File: config.mk
export PLATFORM = sky130hd
export DESIGN_NAME = uart_top
export DESIGN_NICKNAME = d
export VERILOG_FILES = /design/src/uart_line_pkg.sv /design/src/uart_bus_pkg.sv /design/src/uart_baud_gen.sv /design/src/uart_rx_deserializer.sv /design/src/uart_top.sv /design/src/uart_tx_fifo.sv /design/src/uart_tx_serializer.sv /design/src/uart_wb_regs.sv
export SDC_FILE = /design/constraint.sdc
export NUM_CORES = 1
export LEC_CHECK = 0
export BUFFER_PORTS_ARGS = -buffer_cell sky130_fd_sc_hd__buf_2
export CORE_AREA = 2 2 149 151
export DETAILED_ROUTE_END_ITERATION = 12
export DIE_AREA = 0 0 151 153
export HOLD_SLACK_MARGIN = 0.08
export PLACE_DENSITY_LB_ADDON = 0.1
export SLEW_MARGIN = 20
export SYNTH_ARGS = -nofsm -noshare
export SYNTH_HDL_FRONTEND = slang
export SYNTH_HIERARCHICAL = 1
export SYNTH_SLANG_ARGS = --single-unit
File: constraint.sdc
create_clock -name clk -period 8 [get_ports clk]
set_clock_uncertainty 0.05 [all_clocks]
set_input_delay 0.4 -clock clk [delete_from_list [all_inputs] [get_ports clk]]
set_output_delay 0.4 -clock clk [all_outputs]
set_load 0.01 [all_outputs]
File: src/uart_line_pkg.sv
/*
  Serial line definitions shared by the baud generator, the transmit
  serializer and the receive deserializer. Import with uart_line_pkg::*.
*/
`default_nettype none

package uart_line_pkg;

  // ticks per bit, both directions
  localparam int oversample = 16;

  // baud divisor width, tick period is divisor + 1 clocks
  localparam int div_width = 12;

  // frame phases
  // rx walks idle, start, data, parity, stop only
  typedef enum logic [2:0] {
    fs_idle   = 3'd0,
    fs_load   = 3'd1,
    fs_start  = 3'd2,
    fs_data   = 3'd3,
    fs_parity = 3'd4,
    fs_stop   = 3'd5,
    fs_fetch  = 3'd6
  } frame_state_t;

endpackage

`default_nettype wire

File: src/uart_bus_pkg.sv
/*
  Wishbone side definitions: register map, register word layout, status
  bit positions and transmit FIFO depth. Used by the register block and top.
*/
`default_nettype none

package uart_bus_pkg;

  localparam int wb_data_width = 16;
  localparam int wb_addr_width = 2;

  // register map
  localparam logic [wb_addr_width-1:0] addr_data   = 2'd0;
  localparam logic [wb_addr_width-1:0] addr_ctrl   = 2'd1;
  localparam logic [wb_addr_width-1:0] addr_status = 2'd2;

  localparam int tx_fifo_depth = 8;

  // status word bit positions
  localparam int bit_tx_full    = 0;
  localparam int bit_tx_empty   = 1;
  localparam int bit_rx_valid   = 2;
  localparam int bit_parity_err = 3;
  localparam int bit_overrun    = 4;

  // control word, msb first
  typedef struct packed {
    logic [uart_line_pkg::div_width-1:0] divisor;
    logic                                bit8;
    logic                                parity_en;
    logic                                odd_n_even;
    logic                                reserved;
  } uart_ctrl_t;

  // one write word, read as control at addr_ctrl, as a byte at addr_data
  typedef union packed {
    uart_ctrl_t ctrl;
    struct packed {
      logic [7:0] pad;
      logic [7:0] data_byte;
    } data;
  } uart_wb_word_u;

endpackage

`default_nettype wire

File: src/uart_baud_gen.sv
/*
  Baud generator. Makes a 16x oversample tick every divisor + 1 clocks
  and a one-per-bit pulse on every 16th tick, shared by tx and rx.
*/
`default_nettype none

module uart_baud_gen
  import uart_line_pkg::*;
(
  input  wire                 clk,
  input  wire                 aresetn,
  input  wire [div_width-1:0] divisor,
  output logic                tick,
  output logic                bit_pulse
);

  logic [div_width-1:0]          div_cnt;
  logic [$clog2(oversample)-1:0] tick_cnt;

  // reloading down-counter, tick on reload
  // bit_pulse rides on the tick that wraps tick_cnt
  always_ff @(posedge clk or negedge aresetn)
  begin
    if (!aresetn)
    begin
      div_cnt   <= '0;
      tick_cnt  <= '0;
      tick      <= 1'b0;
      bit_pulse <= 1'b0;
    end
    else if (div_cnt == '0)
    begin
      div_cnt   <= divisor;
      tick      <= 1'b1;
      tick_cnt  <= tick_cnt + 1'b1;
      bit_pulse <= (tick_cnt == oversample - 1);
    end
    else
    begin
      div_cnt   <= div_cnt - 1'b1;
      tick      <= 1'b0;
      bit_pulse <= 1'b0;
    end
  end

endmodule

`default_nettype wire

File: src/uart_rx_deserializer.sv
/*
  Receive deserializer. Syncs rx, confirms the start bit at mid-bit,
  samples every 16 ticks, checks parity and holds one byte until read.
*/
`default_nettype none

module uart_rx_deserializer
  import uart_line_pkg::*;
(
  input  wire        clk,
  input  wire        aresetn,
  input  wire        tick,
  input  wire        rx,
  input  wire        bit8,
  input  wire        parity_en,
  input  wire        odd_n_even,
  input  wire        read_ack,
  input  wire        status_read,
  output logic [7:0] rx_byte,
  output logic       rx_valid,
  output logic       parity_err,
  output logic       overrun
);

  frame_state_t                  state;
  logic                          rx_meta;
  logic                          rx_sync;
  logic [$clog2(oversample)-1:0] tick_cnt;
  logic [2:0]                    bit_cnt;
  logic [7:0]                    shift;
  logic                          run_par;
  logic                          par_bad;
  logic                          at_sample;
  logic                          last_bit;
  logic                          frame_done;
  logic                          accept;

  assign at_sample  = tick && (tick_cnt == oversample - 1);
  assign last_bit   = bit8 ? (bit_cnt == 3'd7) : (bit_cnt == 3'd6);
  // mid stop bit
  assign frame_done = (state == fs_stop) && at_sample;
  // held byte is free, or being read right now
  assign accept     = frame_done && (!rx_valid || read_ack);

  // two-flop synchronizer, idles high
  always_ff @(posedge clk or negedge aresetn)
  begin
    if (!aresetn)
    begin
      rx_meta <= 1'b1;
      rx_sync <= 1'b1;
    end
    else
    begin
      rx_meta <= rx;
      rx_sync <= rx_meta;
    end
  end

  // ------------------------------
  // frame state machine, moves on ticks
  always_ff @(posedge clk or negedge aresetn)
  begin
    if (!aresetn)
    begin
      state    <= fs_idle;
      tick_cnt <= '0;
      bit_cnt  <= '0;
      run_par  <= 1'b0;
      par_bad  <= 1'b0;
    end
    else if (tick)
    begin
      tick_cnt <= tick_cnt + 1'b1;
      case (state)
        fs_idle:
        begin
          tick_cnt <= '0;
          run_par  <= 1'b0;
          par_bad  <= 1'b0;
          if (!rx_sync)
            state <= fs_start;
        end
        fs_start:
        begin
          // mid start bit, a high line here was a glitch
          if (tick_cnt == oversample / 2 - 1)
          begin
            tick_cnt <= '0;
            bit_cnt  <= '0;
            state    <= rx_sync ? fs_idle : fs_data;
          end
        end
        fs_data:
        begin
          if (tick_cnt == oversample - 1)
          begin
            bit_cnt <= bit_cnt + 1'b1;
            run_par <= run_par ^ rx_sync;
            if (last_bit)
              state <= parity_en ? fs_parity : fs_stop;
          end
        end
        fs_parity:
        begin
          if (tick_cnt == oversample - 1)
          begin
            par_bad <= rx_sync ^ run_par ^ odd_n_even;
            state   <= fs_stop;
          end
        end
        fs_stop:
          if (tick_cnt == oversample - 1)
            state <= fs_idle;
        default:
          state <= fs_idle;
      endcase
    end
  end

  // data shifts in from the top, lsb first on the line
  always_ff @(posedge clk)
  begin
    if (at_sample && state == fs_data)
      shift <= {rx_sync, shift[7:1]};
    // 7-bit frames end one place high
    if (accept)
      rx_byte <= bit8 ? shift : {1'b0, shift[7:1]};
  end

  // ------------------------------
  // holding flags
  always_ff @(posedge clk or negedge aresetn)
  begin
    if (!aresetn)
    begin
      rx_valid   <= 1'b0;
      parity_err <= 1'b0;
      overrun    <= 1'b0;
    end
    else
    begin
      if (read_ack)
      begin
        rx_valid   <= 1'b0;
        parity_err <= 1'b0;
      end
      if (status_read)
        overrun <= 1'b0;
      if (accept)
      begin
        rx_valid   <= 1'b1;
        parity_err <= par_bad;
      end
      else if (frame_done)
        overrun <= 1'b1;    // old byte stays
    end
  end

endmodule

`default_nettype wire

File: src/uart_top.sv
/*
  UART top. Wishbone register block, tx FIFO, baud generator,
  transmit serializer and receive deserializer, all on clk.
*/
`default_nettype none

module uart_top
  import uart_line_pkg::*;
  import uart_bus_pkg::*;
(
  input  wire                      clk,
  input  wire                      aresetn,
  input  wire                      cyc,
  input  wire                      stb,
  input  wire                      we,
  input  wire  [wb_addr_width-1:0] adr,
  input  wire  [wb_data_width-1:0] dat_w,
  output logic [wb_data_width-1:0] dat_r,
  output logic                     ack,
  output logic                     tx,
  input  wire                      rx
);

  // fifo side
  logic                 push;
  logic [7:0]           push_byte;
  logic                 pop;
  logic [7:0]           head_byte;
  logic                 empty;
  logic                 full;
  // baud
  logic                 tick;
  logic                 bit_pulse;
  // receiver
  logic [7:0]           rx_byte;
  logic                 rx_valid;
  logic                 parity_err;
  logic                 overrun;
  logic                 read_ack;
  logic                 status_read;
  // shared format
  logic [div_width-1:0] divisor;
  logic                 bit8;
  logic                 parity_en;
  logic                 odd_n_even;

  uart_wb_regs regs0 (
    .clk, .aresetn, .cyc, .stb, .we, .adr, .dat_w, .dat_r, .ack,
    .push, .push_byte, .full, .empty,
    .rx_byte, .rx_valid, .parity_err, .overrun, .read_ack, .status_read,
    .divisor, .bit8, .parity_en, .odd_n_even
  );

  uart_tx_fifo fifo0 (
    .clk, .aresetn, .push, .push_byte, .pop, .head_byte, .empty, .full
  );

  uart_baud_gen baud0 (
    .clk, .aresetn, .divisor, .tick, .bit_pulse
  );

  uart_tx_serializer txs0 (
    .clk, .aresetn, .bit_pulse, .empty, .head_byte,
    .bit8, .parity_en, .odd_n_even, .pop, .tx
  );

  uart_rx_deserializer rxd0 (
    .clk, .aresetn, .tick, .rx, .bit8, .parity_en, .odd_n_even,
    .read_ack, .status_read, .rx_byte, .rx_valid, .parity_err, .overrun
  );

endmodule

`default_nettype wire

File: src/uart_tx_fifo.sv
/*
  Transmit FIFO between the register block and the serializer.
  Push and pop take effect on the next edge, head_byte shows the oldest entry.
*/
`default_nettype none

module uart_tx_fifo
  import uart_bus_pkg::*;
(
  input  wire        clk,
  input  wire        aresetn,
  input  wire        push,
  input  wire  [7:0] push_byte,
  input  wire        pop,
  output logic [7:0] head_byte,
  output logic       empty,
  output logic       full
);

  logic [7:0]                         mem [tx_fifo_depth];
  logic [$clog2(tx_fifo_depth)-1:0]   wr_ptr;
  logic [$clog2(tx_fifo_depth)-1:0]   rd_ptr;
  logic [$clog2(tx_fifo_depth):0]     count;
  logic                               wr_en;
  logic                               rd_en;

  assign wr_en     = push && !full;
  assign rd_en     = pop && !empty;
  assign empty     = (count == 0);
  assign full      = (count == tx_fifo_depth);
  assign head_byte = mem[rd_ptr];

  // storage
  always_ff @(posedge clk)
  begin
    if (wr_en)
      mem[wr_ptr] <= push_byte;
  end

  // pointers wrap on their own, depth is a power of two
  always_ff @(posedge clk or negedge aresetn)
  begin
    if (!aresetn)
    begin
      wr_ptr <= '0;
      rd_ptr <= '0;
      count  <= '0;
    end
    else
    begin
      if (wr_en)
        wr_ptr <= wr_ptr + 1'b1;
      if (rd_en)
        rd_ptr <= rd_ptr + 1'b1;
      case ({wr_en, rd_en})
        2'b10:   count <= count + 1'b1;
        2'b01:   count <= count - 1'b1;
        default: count <= count;
      endcase
    end
  end

  // ------------------------------
  // serializer pops only a filled FIFO, register block never pushes into a full one
  a_no_pop_empty: assert property (@(posedge clk) disable iff (!aresetn) pop |-> !empty);
  a_no_push_full: assert property (@(posedge clk) disable iff (!aresetn) push |-> !full);

endmodule

`default_nettype wire

File: src/uart_tx_serializer.sv
/*
  Transmit serializer. Pops a byte from the FIFO and frames it on tx:
  start bit, 7 or 8 data bits lsb first, optional parity, one stop bit.
  idle, fetch and load run on clk; the bit phases advance on bit_pulse.
*/
`default_nettype none

module uart_tx_serializer
  import uart_line_pkg::*;
(
  input  wire        clk,
  input  wire        aresetn,
  input  wire        bit_pulse,
  input  wire        empty,
  input  wire  [7:0] head_byte,
  input  wire        bit8,
  input  wire        parity_en,
  input  wire        odd_n_even,
  output logic       pop,
  output logic       tx
);

  frame_state_t state;
  logic [7:0]   tx_byte;
  logic [2:0]   bit_sel;
  logic         tx_parity;
  logic         last_bit;

  // 7 or 8 data bits
  assign last_bit = bit8 ? (bit_sel == 3'd7) : (bit_sel == 3'd6);

  // ------------------------------
  // frame state machine
  always_ff @(posedge clk or negedge aresetn)
  begin
    if (!aresetn)
    begin
      state <= fs_idle;
      pop   <= 1'b0;
    end
    else
    begin
      pop <= 1'b0;
      case (state)
        fs_idle:
        begin
          // pop strobe is high for the single fetch cycle
          if (!empty)
          begin
            pop   <= 1'b1;
            state <= fs_fetch;
          end
        end
        fs_fetch:
          state <= fs_load;
        fs_load:
          if (bit_pulse)
            state <= fs_start;
        fs_start:
          if (bit_pulse)
            state <= fs_data;
        fs_data:
        begin
          if (bit_pulse && last_bit)
            state <= parity_en ? fs_parity : fs_stop;
        end
        fs_parity:
          if (bit_pulse)
            state <= fs_stop;
        fs_stop:
          if (bit_pulse)
            state <= fs_idle;
        default:
          state <= fs_idle;
      endcase
    end
  end

  // head byte taken on the edge that pops it
  always_ff @(posedge clk)
  begin
    if (state == fs_fetch)
      tx_byte <= head_byte;
  end

  // bit selector, counts only through the data phase
  always_ff @(posedge clk or negedge aresetn)
  begin
    if (!aresetn)
      bit_sel <= '0;
    else if (bit_pulse)
      bit_sel <= (state == fs_data) ? bit_sel + 1'b1 : 3'd0;
  end

  // ------------------------------
  // line driver, one phase behind the state
  always_ff @(posedge clk or negedge aresetn)
  begin
    if (!aresetn)
      tx <= 1'b1;
    else
    begin
      case (state)
        fs_start:  if (bit_pulse) tx <= 1'b0;
        fs_data:   if (bit_pulse) tx <= tx_byte[bit_sel];
        fs_parity: if (bit_pulse) tx <= odd_n_even ^ tx_parity;
        fs_stop:   if (bit_pulse) tx <= 1'b1;
        default:   tx <= 1'b1;
      endcase
    end
  end

  // running even parity, cleared in stop
  always_ff @(posedge clk or negedge aresetn)
  begin
    if (!aresetn)
      tx_parity <= 1'b0;
    else if (state == fs_stop)
      tx_parity <= 1'b0;
    else if (bit_pulse && state == fs_data)
      tx_parity <= tx_parity ^ tx_byte[bit_sel];
  end

  // stop bit has reached the line by the time we are back in idle
  a_idle_line_high: assert property (@(posedge clk) disable iff (!aresetn)
    state == fs_idle |-> tx);

endmodule

`default_nettype wire

File: src/uart_wb_regs.sv
/*
  Wishbone classic slave. Decodes data, control and status registers,
  pushes written bytes to the tx FIFO and signals reads to the receiver.
  ack follows the request by one cycle, read data registers on the same edge.
*/
`default_nettype none

module uart_wb_regs
  import uart_line_pkg::*;
  import uart_bus_pkg::*;
(
  input  wire                      clk,
  input  wire                      aresetn,
  input  wire                      cyc,
  input  wire                      stb,
  input  wire                      we,
  input  wire  [wb_addr_width-1:0] adr,
  input  wire  [wb_data_width-1:0] dat_w,
  output logic [wb_data_width-1:0] dat_r,
  output logic                     ack,
  output logic                     push,
  output logic [7:0]               push_byte,
  input  wire                      full,
  input  wire                      empty,
  input  wire  [7:0]               rx_byte,
  input  wire                      rx_valid,
  input  wire                      parity_err,
  input  wire                      overrun,
  output logic                     read_ack,
  output logic                     status_read,
  output logic [div_width-1:0]     divisor,
  output logic                     bit8,
  output logic                     parity_en,
  output logic                     odd_n_even
);

  uart_wb_word_u            wb_word;
  uart_ctrl_t               ctrl_q;
  logic                     req;
  logic                     wr_req;
  logic                     rd_req;
  logic [wb_data_width-1:0] status_word;

  assign wb_word = dat_w;
  // no new request in the ack cycle, gives the one-cycle gap
  assign req     = cyc && stb && !ack;
  assign wr_req  = req && we;
  assign rd_req  = req && !we;

  always_comb
  begin
    status_word                 = '0;
    status_word[bit_tx_full]    = full;
    status_word[bit_tx_empty]   = empty;
    status_word[bit_rx_valid]   = rx_valid;
    status_word[bit_parity_err] = parity_err;
    status_word[bit_overrun]    = overrun;
  end

  // ------------------------------
  // strobes and control word
  always_ff @(posedge clk or negedge aresetn)
  begin
    if (!aresetn)
    begin
      ack         <= 1'b0;
      push        <= 1'b0;
      read_ack    <= 1'b0;
      status_read <= 1'b0;
      ctrl_q      <= '0;
    end
    else
    begin
      ack         <= req;
      // full FIFO drops the byte, cycle still acks
      push        <= wr_req && (adr == addr_data) && !full;
      read_ack    <= rd_req && (adr == addr_data);
      status_read <= rd_req && (adr == addr_status);
      if (wr_req && adr == addr_ctrl)
        ctrl_q <= wb_word.ctrl;
    end
  end

  // write byte and read word
  always_ff @(posedge clk)
  begin
    if (wr_req && adr == addr_data)
      push_byte <= wb_word.data.data_byte;
    if (rd_req)
    begin
      case (adr)
        addr_data:   dat_r <= {8'h00, rx_byte};
        addr_ctrl:   dat_r <= ctrl_q;
        addr_status: dat_r <= status_word;
        default:     dat_r <= '0;
      endcase
    end
  end

  assign divisor    = ctrl_q.divisor;
  assign bit8       = ctrl_q.bit8;
  assign parity_en  = ctrl_q.parity_en;
  assign odd_n_even = ctrl_q.odd_n_even;

  // master holds the cycle until it sees ack
  a_ack_in_cycle: assert property (@(posedge clk) disable iff (!aresetn) ack |-> cyc && stb);

endmodule

`default_nettype wire
# == Word level (Yosys, flattened, before mapping) ==
# Memory sizes are Yosys's and may differ from the RTL's. A register that Yosys moved wholly into a read port is not among the register bits.
# Cells that the tools add are included.
# Widths: inputs -> output; s select.
# totals
regBits,114
latchBits,0
ramBits,64
mem_bits_ro,0
input_bits,24
output_inout_bits,18
wordCells,179
memories,1
# mem_list
name,depth,word_bits,read_ports,rd_ports_with_merged_regs,wr,line,source
fifo0.mem,8,8,1,1,1,uart_tx_fifo.sv:20,logic [7:0] mem [tx_fifo_depth];
# classes
add_sub_neg,9
multipliers,0
n_div,0
order_cmp,1
n_eq_ne,35
n_shift,0
muxes,53
bitwise_logic,4
n_reduce_logical,40
# op_table
cell,n
$pmux 16 s3,1
$mux 3,15
$eq 3x3->1 const B,9
$mux 1,24
$pmux 3 s7,1
$logic_and 1x1->1,17
$pmux 4 s2,2
$pmux 3 s5,1
$ne 2x2->1 const B,7
$add 3x1->3 const B,4
$add 4x1->4 const B,3
$eq 3x2->1 const B,4
$eq 4x4->1 const B,3
$logic_not 12->1,1
$mux 12,1
$ne 2x1->1 const B,6
$reduce_bool 2->1,6
$sub 12x1->12 const B,1
$reduce_and 4->1,2
$mux 7,1
$reduce_and 7->1,1
$logic_not 3->1,2
$pmux 3 s2,1
$reduce_and 3->1,2
other kinds (17),27

# == Longest topological paths before layout ==
# Gate-level depths: netlist of the first run.
# depth
word_depth,5
depth_mapped,8
ltp_nobuf,7

# == Cells and area by module ==
# The synthesis of the first run kept the hierarchy.
# by_module_without_submodules
module,instances,cells_each,area_each_um2,seq_area_each_um2
uart_tx_fifo,1,162,3136.8,2172.1
uart_wb_regs,1,115,1790.5,1221.2
uart_rx_deserializer,1,134,1639.1,908.4
uart_baud_gen,1,89,899.6,450.4
uart_tx_serializer,1,71,844.6,466.7

# == Worst setup path after synthesis of the first run ==
# Ideal clock, no wire load.
# synth_path
path_kind,register to register
from,register fifo0.count[0]
to,register fifo0.count[3]
setup_ns,0.134
t_arrival_ns,2.553
required_ns,7.816
path_slack_ns,5.264
path_stages_with_launch,9
path_buffers,1
period_less_slack_ns,2.736
path_cell_list,dfrtp_1 > clkbuf_2 > or4b_4 > nand2_2 > ha_1 > ha_1 > or4b_2 > o311ai_0 > o211ai_1
# synth_between
elab_chain_len,5
elab_cells_between_ends,12
cone_classes,2 x add/sub; 3 x eq/ne; 1 x mux; 6 x reduce/logical
# synth_rtl
element,line,source
from (decl),uart_tx_fifo.sv:23,logic [$clog2(tx_fifo_depth):0] count;
from (signal assigned),uart_tx_fifo.sv:56,2'b10: count <= count + 1'b1;
from (signal assigned),uart_tx_fifo.sv:57,2'b01: count <= count - 1'b1;
from (signal assigned),uart_tx_fifo.sv:58,default: count <= count;
$eq 4x4->1 / $logic_not 4->1 (equally long branches),"uart_tx_fifo.sv:30, uart_tx_fifo.sv:29",
$logic_not 1->1 (on tied branches),-,
$logic_and 1x1->1 (on tied branches),"uart_tx_fifo.sv:27, uart_tx_fifo.sv:28",
$eq 2x1->1 / $eq 2x2->1 (equally long branches),uart_tx_fifo.sv:55,"case ({wr_en, rd_en})"
$pmux 4 s2 / $reduce_bool 2->1 (equally long branches),-,
# Several ways; a longest one is shown, not always the timed one.
# A chain may end at the register's enable or synchronous reset.

# == Worst setup path in the final report of the first run ==
# Ends and elaborated chain as after synthesis.

==> run_results.csv, run 1 <==
group,metric,value,unit
placement,portBuffers,41,
clock_network,post_cts_resized,0,
layout,finish.utilization,43.1,%
setup_path,cpPeakStageDelay,650,ps
min_path,holdCritPathClass,"input port to flop",
logic_synthesis,portion_of_synthesized_cell_area_occupied_by_the_leading_cell_type,40.5,%
setup_path,ff2ff_setup_slack,5060,ps
logic_synthesis,synth-async-reset-ratio,39.8,%
clock_network,cts_root_buffer,"sky130_fd_sc_hd__clkbuf_16",
setup_path,critPathCaptureType,"flop",
die,fp.coreArea,21500,um^2
clock_network,post-cts-setup-buffer-count,0,
route,route.detailed.wl_per_inst,18.4,um
clock_network,clock_sink_count,186,
outcome,run_status,"finished, final reports clean",
layout,final_cell_count_no_fill,893,
logic_synthesis,synth-main-ff-cell,"sky130_fd_sc_hd__edfxtp_1",
setup_path,worst_path_most_repeated_cell,"sky130_fd_sc_hd__ha_1",
die,die-width,151,um
clock_network,cts-hold-fix-buffers,2,
route,initialDrtViolationCount,189,
setup_path,setup.worst_path.start_class,"flop",
global_routing,globalRoute.totalOverflow,0,
logic_synthesis,area_of_the_mapped_netlist,8310,um^2
placement,place_congestion,0.804,
placement,placedCellCount,859,
logic_synthesis,average_footprint_of_a_synthesized_cell,14.6,um^2
layout,multiInputGateArea,2800,um^2
route,finalWirelength,16400,um
global_routing,top_usage_layer,"met2",
die,initial_utilization,38.7,%
global_routing,grt_start_max_net_pins,53,
logic_synthesis,post_synth_num_cell_types,72,
die,ports_placed_on_the_boundary,42,
sta,final_max_slew_viol_count,0,
clock_network,numCtsBuffers,17,
clock_network,clk_path_buf_depth,2,
route,drt_pass1_iterations,4,
die,std_cell_rows,54,
setup_path,cell_chain_of_the_critical_path,"or4b_4, nand2_2, ha_1, ha_1, or4b_2, o311ai_0, o211ai_1",
route,remaining_drc_errors,0,
route,vias_per_cell,5.13,
power_and_ir_drop,power.leakage,0.00351,uW
setup_path,crit_family,"simple AND/OR/NAND/NOR gates",
power_and_ir_drop,total_power,2550,uW
route,via_count,4580,
sta,setup_tns,0,ps
clock_network,clock_latency,420,ps
clock_network,htree_num_levels,4,
global_routing,grt_util_met1,20.0,%
logic_synthesis,post_synth_inst_count,571,
placement,place_area,8680,um^2
sta,tightest_slew,950,ps
setup_path,critPathSlowestCell,"sky130_fd_sc_hd__or4b_2",
logic_synthesis,synth_edf_count,112,
global_routing,via_count_of_the_first_global_routing_pass,4824,
layout,seqCellArea,5220,um^2
job,max_cap_violations,0,
sta,timing_hold_violations_final,0,
global_routing,met2_usage,26.0,%
logic_synthesis,yosys_warnings,6,
power_and_ir_drop,vdd.ir_drop.worst,0.000141,V
die,fp.dieArea,23100,um^2
placement,hpwlAfterDp,11000,um
logic_synthesis,cell_types_occupying_the_most_area_after_synthesis,"sky130_fd_sc_hd__edfxtp_1, sky130_fd_sc_hd__dfrtp_1, sky130_fd_sc_hd__mux4_1",
sta,rsz0062_at_grt,"false",
logic_synthesis,yosysSeqAreaShare,62.8,%
logic_synthesis,synth_seq_cells,186,
sta,finalSetupViolCount,0,
sta,achievable-frequency,341,MHz
sta,layout_worst_path_cycle_share,36.7,%
logic_synthesis,syn-num-nets,607,
global_routing,grt_pass1_wl,26500,um
layout,fillcell_total,1971,
route,postRouteAntennaNets,0,
setup_path,crit_arrival,3180,ps
clock_network,cts_tree,"done",
clock_network,clk_pin_slew_worst_paths,70,ps
global_routing,grt_use_met3,3.04,%
layout,nets,636,
layout,drive_gt1_share,22.8,%
global_routing,antenna_found_initial,0,
die,die-height,153,um
setup_path,critical_path.max_fanout,9,
setup_path,worst_ep_required_time,8240,ps
layout,diodes,0,
global_routing,gr-usage-all-layers,15.3,%
sta,final.min_clock_period,2940,ps
logic_synthesis,synthDominantAreaCellType,"sky130_fd_sc_hd__edfxtp_1",
sta,relSlewSlack,36.6,%
layout,syn2layout_area_growth,11.5,%
layout,post-route-cell-area,9270,um^2
setup_path,number_of_buffer_and_inverter_stages_on_the_critical_path,0,
setup_path,critical_path_class,"flop to flop",
power_and_ir_drop,power_per_cell_area,275,nW/um^2
Yosys cell counts, drive strengths merged, types with 2 or more instances:
library cell  count
ha               11
and2             10
nor2             36
xor2              7
nand3b            4
mux2i            10
a21o              4
o21ai            19
a41oi             2
mux4             18
xnor2            18
nand4             4
o2bb2ai           5
nor2b             5
nand3            13
a21oi            20
nand2b            7
nand2            36
nor4              7
clkbuf           12
or4               2
o22ai             4
and4              2
a32oi             3
edfxtp          112
inv              17
nor3              8
dfrtp            71
buf              26
o211ai            3
a22oi             2
and3              3
mux2             36
o31ai             2
dfstp             3
or3               3
nor3b             8
or4b              2
a22o              3
and4b             2
metrics by stage:
step / worst slack, ps / hold WS, ps
floorplan: 5260 / 54.4
global placement: 5180 / 302
detailed placement: 5070 / 298
CTS: 5070 / 99.4
global route: 4910 / 88.4
finish: 5060 / 119
worst register-to-register path: cells and delay by family, from the launching register on:
| family | cells | cell delay, ps |
|---|---|---|
| AO/OA/AOI/OAI | 2 | 270 |
| adder cells (fa/ha/maj) | 2 | 670 |
| flip-flops | 1 | 460 |
| AND/OR/NAND/NOR | 3 | 1370 |
per-layer routing:
layer  vias up  part of all wire (%)
li1       2196                     -
met1      2328                    46
met4         0                   1.1
met5         -                     0
met2        43                    51
met3        13                   1.9
cell usage in the layout (no fill, tap or decap), drive strengths merged, types with 8 or more instances in the layout:
master | netlist | final
inv | 17 | 19
nor3 | 8 | 8
nor2 | 36 | 36
edfxtp | 112 | 112
mux2i | 10 | 10
mux2 | 36 | 36
a21oi | 20 | 20
nor3b | 8 | 8
ha | 11 | 11
mux4 | 18 | 18
and2 | 10 | 10
nand3 | 13 | 13
dfrtp | 71 | 71
xnor2 | 18 | 18
o21ai | 19 | 19
clkbuf | 12 | 24
nand2 | 36 | 36
buf | 26 | 46
state kept, by name, summed over array words and instances (netlist names), 4 cells and up:
signal and cells:
fifo0/mem 64, fifo0/count 4, rxd0/rx_byte 8, regs0/divisor 12, rxd0/shift 8, regs0/dat_r 16
txs0/tx_byte 8, baud0/div_cnt 12, baud0/tick_cnt 4, rxd0/tick_cnt 4, regs0/push_byte 8
worst paths after layout:
kind | startpoint | to | cells after the start
min | dat_w[1] | regs0/push_byte[1]$_DFFE_PP_ | 1
max in group asynchronous | aresetn | baud0/div_cnt[1]$_DFF_PN0_ | 3
min in group asynchronous | aresetn | regs0/odd_n_even$_DFFE_PN0P_ | 2
min reg2reg | rxd0/rx_meta$_DFF_PN1_ | rxd0/rx_sync$_DFF_PN1_ | 0
max reg2reg | fifo0/count[0]$_DFFE_PN0P_ | fifo0/count[3]$_DFFE_PN0P_ | 7
max | fifo0/count[0]$_DFFE_PN0P_ | fifo0/count[3]$_DFFE_PN0P_ | 7
cells by family after synthesis:
group,synth area share [%]
multiplexers,11.8
flip-flops,62.8
XOR/XNOR,2.63
buffers and inverters,3.63
AO/OA/AOI/OAI,6.19
AND/OR/NAND/NOR,11.1
adder cells (fa/ha/maj),1.90
final cells by class:
type | instances | share of cell area [%]
Clock buffer | 24 | 5.53
Clock inverter | 8 | 0.621
Inverter | 17 | 0.688
Multi-Input combinational cell | 330 | 30.2
Sequential cell | 186 | 56.3
Tap cell | 280 | 3.78
Timing Repair Buffer | 48 | 2.86
power by group:
| group | internal [uW] | switching, uW | leakage [uW] |
|---|---|---|---|
| clock network | 451 | 350 | 0.000278 |
| logic | 250 | 193 | 0.00129 |
| registers | 1130 | 177 | 0.00194 |
| total | 1830 | 720 | 0.00351 |
Power figures use the tool's default switching activity.
==> inputs of run 2 (changes only) <==
==> constraint.sdc (replaced) <==
create_clock -name clk -period 2.9 [get_ports clk]
set_clock_uncertainty 0.05 [all_clocks]
set_input_delay 0.145 -clock clk [delete_from_list [all_inputs] [get_ports clk]]
set_output_delay 0.145 -clock clk [all_outputs]
set_load 0.01 [all_outputs]
==> run 2 against run 1 <==
  * Cell area grew 3.3%
  * Power grew to 2.8 times the previous value
  * Combinational power grew to 2.9 times the previous value
  * Via count grew 2.2%
  * Critical endpoint unchanged
  * Highest routed layer unchanged
==> run_results.csv, run 2 (synthesis gave the netlist of run 1 again) <==
group,metric,value,unit
setup_path,worst_ep_required_time,3150,ps
route,finalWirelength,16300,um
setup_path,critical_path.max_fanout,7,
power_and_ir_drop,total_power,7050,uW
setup_path,cell_chain_of_the_critical_path,"or4b_4, nand2_2, ha_1, ha_1, or4b_2, o311ai_0, o211ai_1",
power_and_ir_drop,share_comb_of_total_power,18.4,%
sta,timing_hold_violations_final,0,
power_and_ir_drop,portion_of_total_power_attributed_to_sequential_cells,50.1,%
sta,relSlewSlack,50.6,%
layout,layout_commonest_cell,"sky130_fd_sc_hd__edfxtp_1",
placement,placedCellCount,873,
clock_network,clock_latency,420,ps
die,fp.dieArea,23100,um^2
clock_network,numCtsBuffers,17,
sta,setup_tns,0,ps
sta,tightest_slew,741,ps
clock_network,cts_root_buffer,"sky130_fd_sc_hd__clkbuf_16",
sta,finalSetupViolCount,0,
placement,place_congestion,0.762,
power_and_ir_drop,power_per_cell_area,736,nW/um^2
route,drt_pass1_iterations,7,
layout,largest_registers,"fifo0/mem x64, regs0/dat_r x16",
die,die-height,153,um
power_and_ir_drop,power.internal,5090,uW
placement,hpwlAfterDp,10900,um
global_routing,gr-usage-all-layers,15.1,%
layout,largest_register_ff_count,64,
route,vias_per_cell,5.04,
sta,layout_worst_path_cycle_share,93.2,%
power_and_ir_drop,netSwitchingPower,1960,uW
setup_path,crit_arrival,2950,ps
global_routing,via_count_of_the_first_global_routing_pass,4936,
power_and_ir_drop,switching_share,27.8,%
layout,syn2layout_area_growth,15.2,%
sta,rsz0062_at_grt,"false",
setup_path,worst_path_most_repeated_cell,"sky130_fd_sc_hd__ha_1",
layout,max_flop_register,"fifo0/mem",
clock_network,cts_tree,"done",
route,initialDrtViolationCount,187,
sta,layout_setup_ws,197,ps
sta,achievable-frequency,370,MHz
power_and_ir_drop,power_frac_clock,31.5,%
setup_path,number_of_buffer_and_inverter_stages_on_the_critical_path,0,
die,initial_utilization,38.7,%
clock_network,clk_path_buf_depth,2,
route,postRouteAntennaNets,0,
die,die-width,151,um
die,std_cell_rows,54,
clock_network,htree_num_levels,4,
setup_path,critical_path_class,"flop to flop",
global_routing,globalRoute.totalOverflow,0,
setup_path,setup.worst_path.start_class,"flop",
sta,final_max_slew_viol_count,0,
clock_network,clk_pin_slew_worst_paths,70,ps
layout,diodes,0,
setup_path,cpPeakStageDelay,640,ps
route,via_count,4680,
layout,layout.cells.most_common_list,"sky130_fd_sc_hd__edfxtp_1, sky130_fd_sc_hd__dfrtp_1, sky130_fd_sc_hd__buf_2",
job,max_cap_violations,0,
layout,nets,671,
route,route.detailed.wl_per_inst,17.6,um
die,fp.coreArea,21500,um^2
global_routing,antenna_found_initial,0,
placement,portBuffers,41,
placement,placement_setup_slack,198,ps
setup_path,critPathCaptureType,"flop",
setup_path,critPathSlowestCell,"sky130_fd_sc_hd__or4b_2",
global_routing,grt_pass1_wl,26500,um
power_and_ir_drop,vdd.ir_drop.worst,0.000370,V
clock_network,clock_sink_count,186,
die,ports_placed_on_the_boundary,42,
layout,drive_gt1_share,23.5,%
outcome,run_status,"finished, final reports clean",
sta,final.min_clock_period,2700,ps
setup_path,crit_family,"simple AND/OR/NAND/NOR gates",
min_path,holdCritPathClass,"input port to flop",
layout,final_cell_count_no_fill,928,
power_and_ir_drop,power.leakage,0.00367,uW
route,remaining_drc_errors,0,
global_routing,grt_start_max_net_pins,52,
==> run 2: cell types whose count changed in the layout (fill, tap and decap cells not counted), sizes merged <==
cell / change
dlygate4sd3: +21
buf: +14
clkbuf: -3
clkinv: +3
bufinv: +1
inv: -1
==> run 2: metal layers <==
metal / GRT usage [%] / vias up / wire length [um] / part of all wire, %
met4: 4.05 / 0 / 187 / 1.1
met1: 19.3 / 2361 / 7310 / 45
met2: 25.7 / 39 / 8380 / 51
met5: 0 / - / 0 / 0
li1: - / 2264 / - / -
met3: 3.58 / 16 / 429 / 2.6
==> run 2: final cells by class <==
type | instances | area (um^2)
Fill cell | 1957 | 11900
Clock buffer | 21 | 472
Clock inverter | 11 | 96.3
Inverter | 17 | 63.8
Timing Repair Buffer | 83 | 581
Sequential cell | 186 | 5220
Tap cell | 280 | 350
Multi-Input combinational cell | 330 | 2790
==> run 2: worst paths after layout <==
path / start / to / slack (ps) / cells after the start
worst min register to register: rxd0/rx_meta$_DFF_PN1_ / rxd0/rx_sync$_DFF_PN1_ / 310 / 0
worst max register to register: fifo0/count[0]$_DFFE_PN0P_ / fifo0/count[3]$_DFFE_PN0P_ / 200 / 7
min in group asynchronous: aresetn / txs0/bit_sel[0]$_DFFE_PN0P_ / 240 / 2
worst min-delay path: adr[1] / regs0/push$_DFF_PN0_ / 120 / 2
max in group asynchronous: aresetn / rxd0/rx_sync$_DFF_PN1_ / 1760 / 3
worst max-delay path: fifo0/count[0]$_DFFE_PN0P_ / fifo0/count[3]$_DFFE_PN0P_ / 200 / 7
==> run 2: what timing repair did <==
| action | CTS | global route |
|---|---|---|
| resized for setup | 0 | 0 |
| buffers inserted | 0 | 0 |
| hold buffers | 23 | 0 |
| endpoints found under the hold margin | 76 | 0 |
==> run 2: through the flow <==
stage                     hold WS (ps)  instance area (um^2)  utilization, %
after floorplan                   -201                  8310               -
after global placement             203                  8770            40.8
after detailed placement           204                  8770            40.8
after CTS                          100                  9570            44.5
after global routing               131                  9570            44.5
final                              118                  9570            44.5
==> run 2: worst reg2reg max path: stages (launching register included) <==
cell,delay (ps)
sky130_fd_sc_hd__dfrtp_1,460
sky130_fd_sc_hd__or4b_4,590
sky130_fd_sc_hd__nand2_2,130
sky130_fd_sc_hd__ha_1,180
sky130_fd_sc_hd__ha_1,290
sky130_fd_sc_hd__or4b_2,640
sky130_fd_sc_hd__o311ai_0,120
sky130_fd_sc_hd__o211ai_1,120
==> run 2: power by group through the flow <==
stage	clock network, uW	logic (uW)	registers [uW]
2_1_floorplan	0	1220	3370
3_3_place_gp	0	1270	3580
3_5_place_dp	0	1290	3590
4_1_cts	2290	1320	3540
5_1_grt	2420	1460	3590
6_report	2220	1300	3530
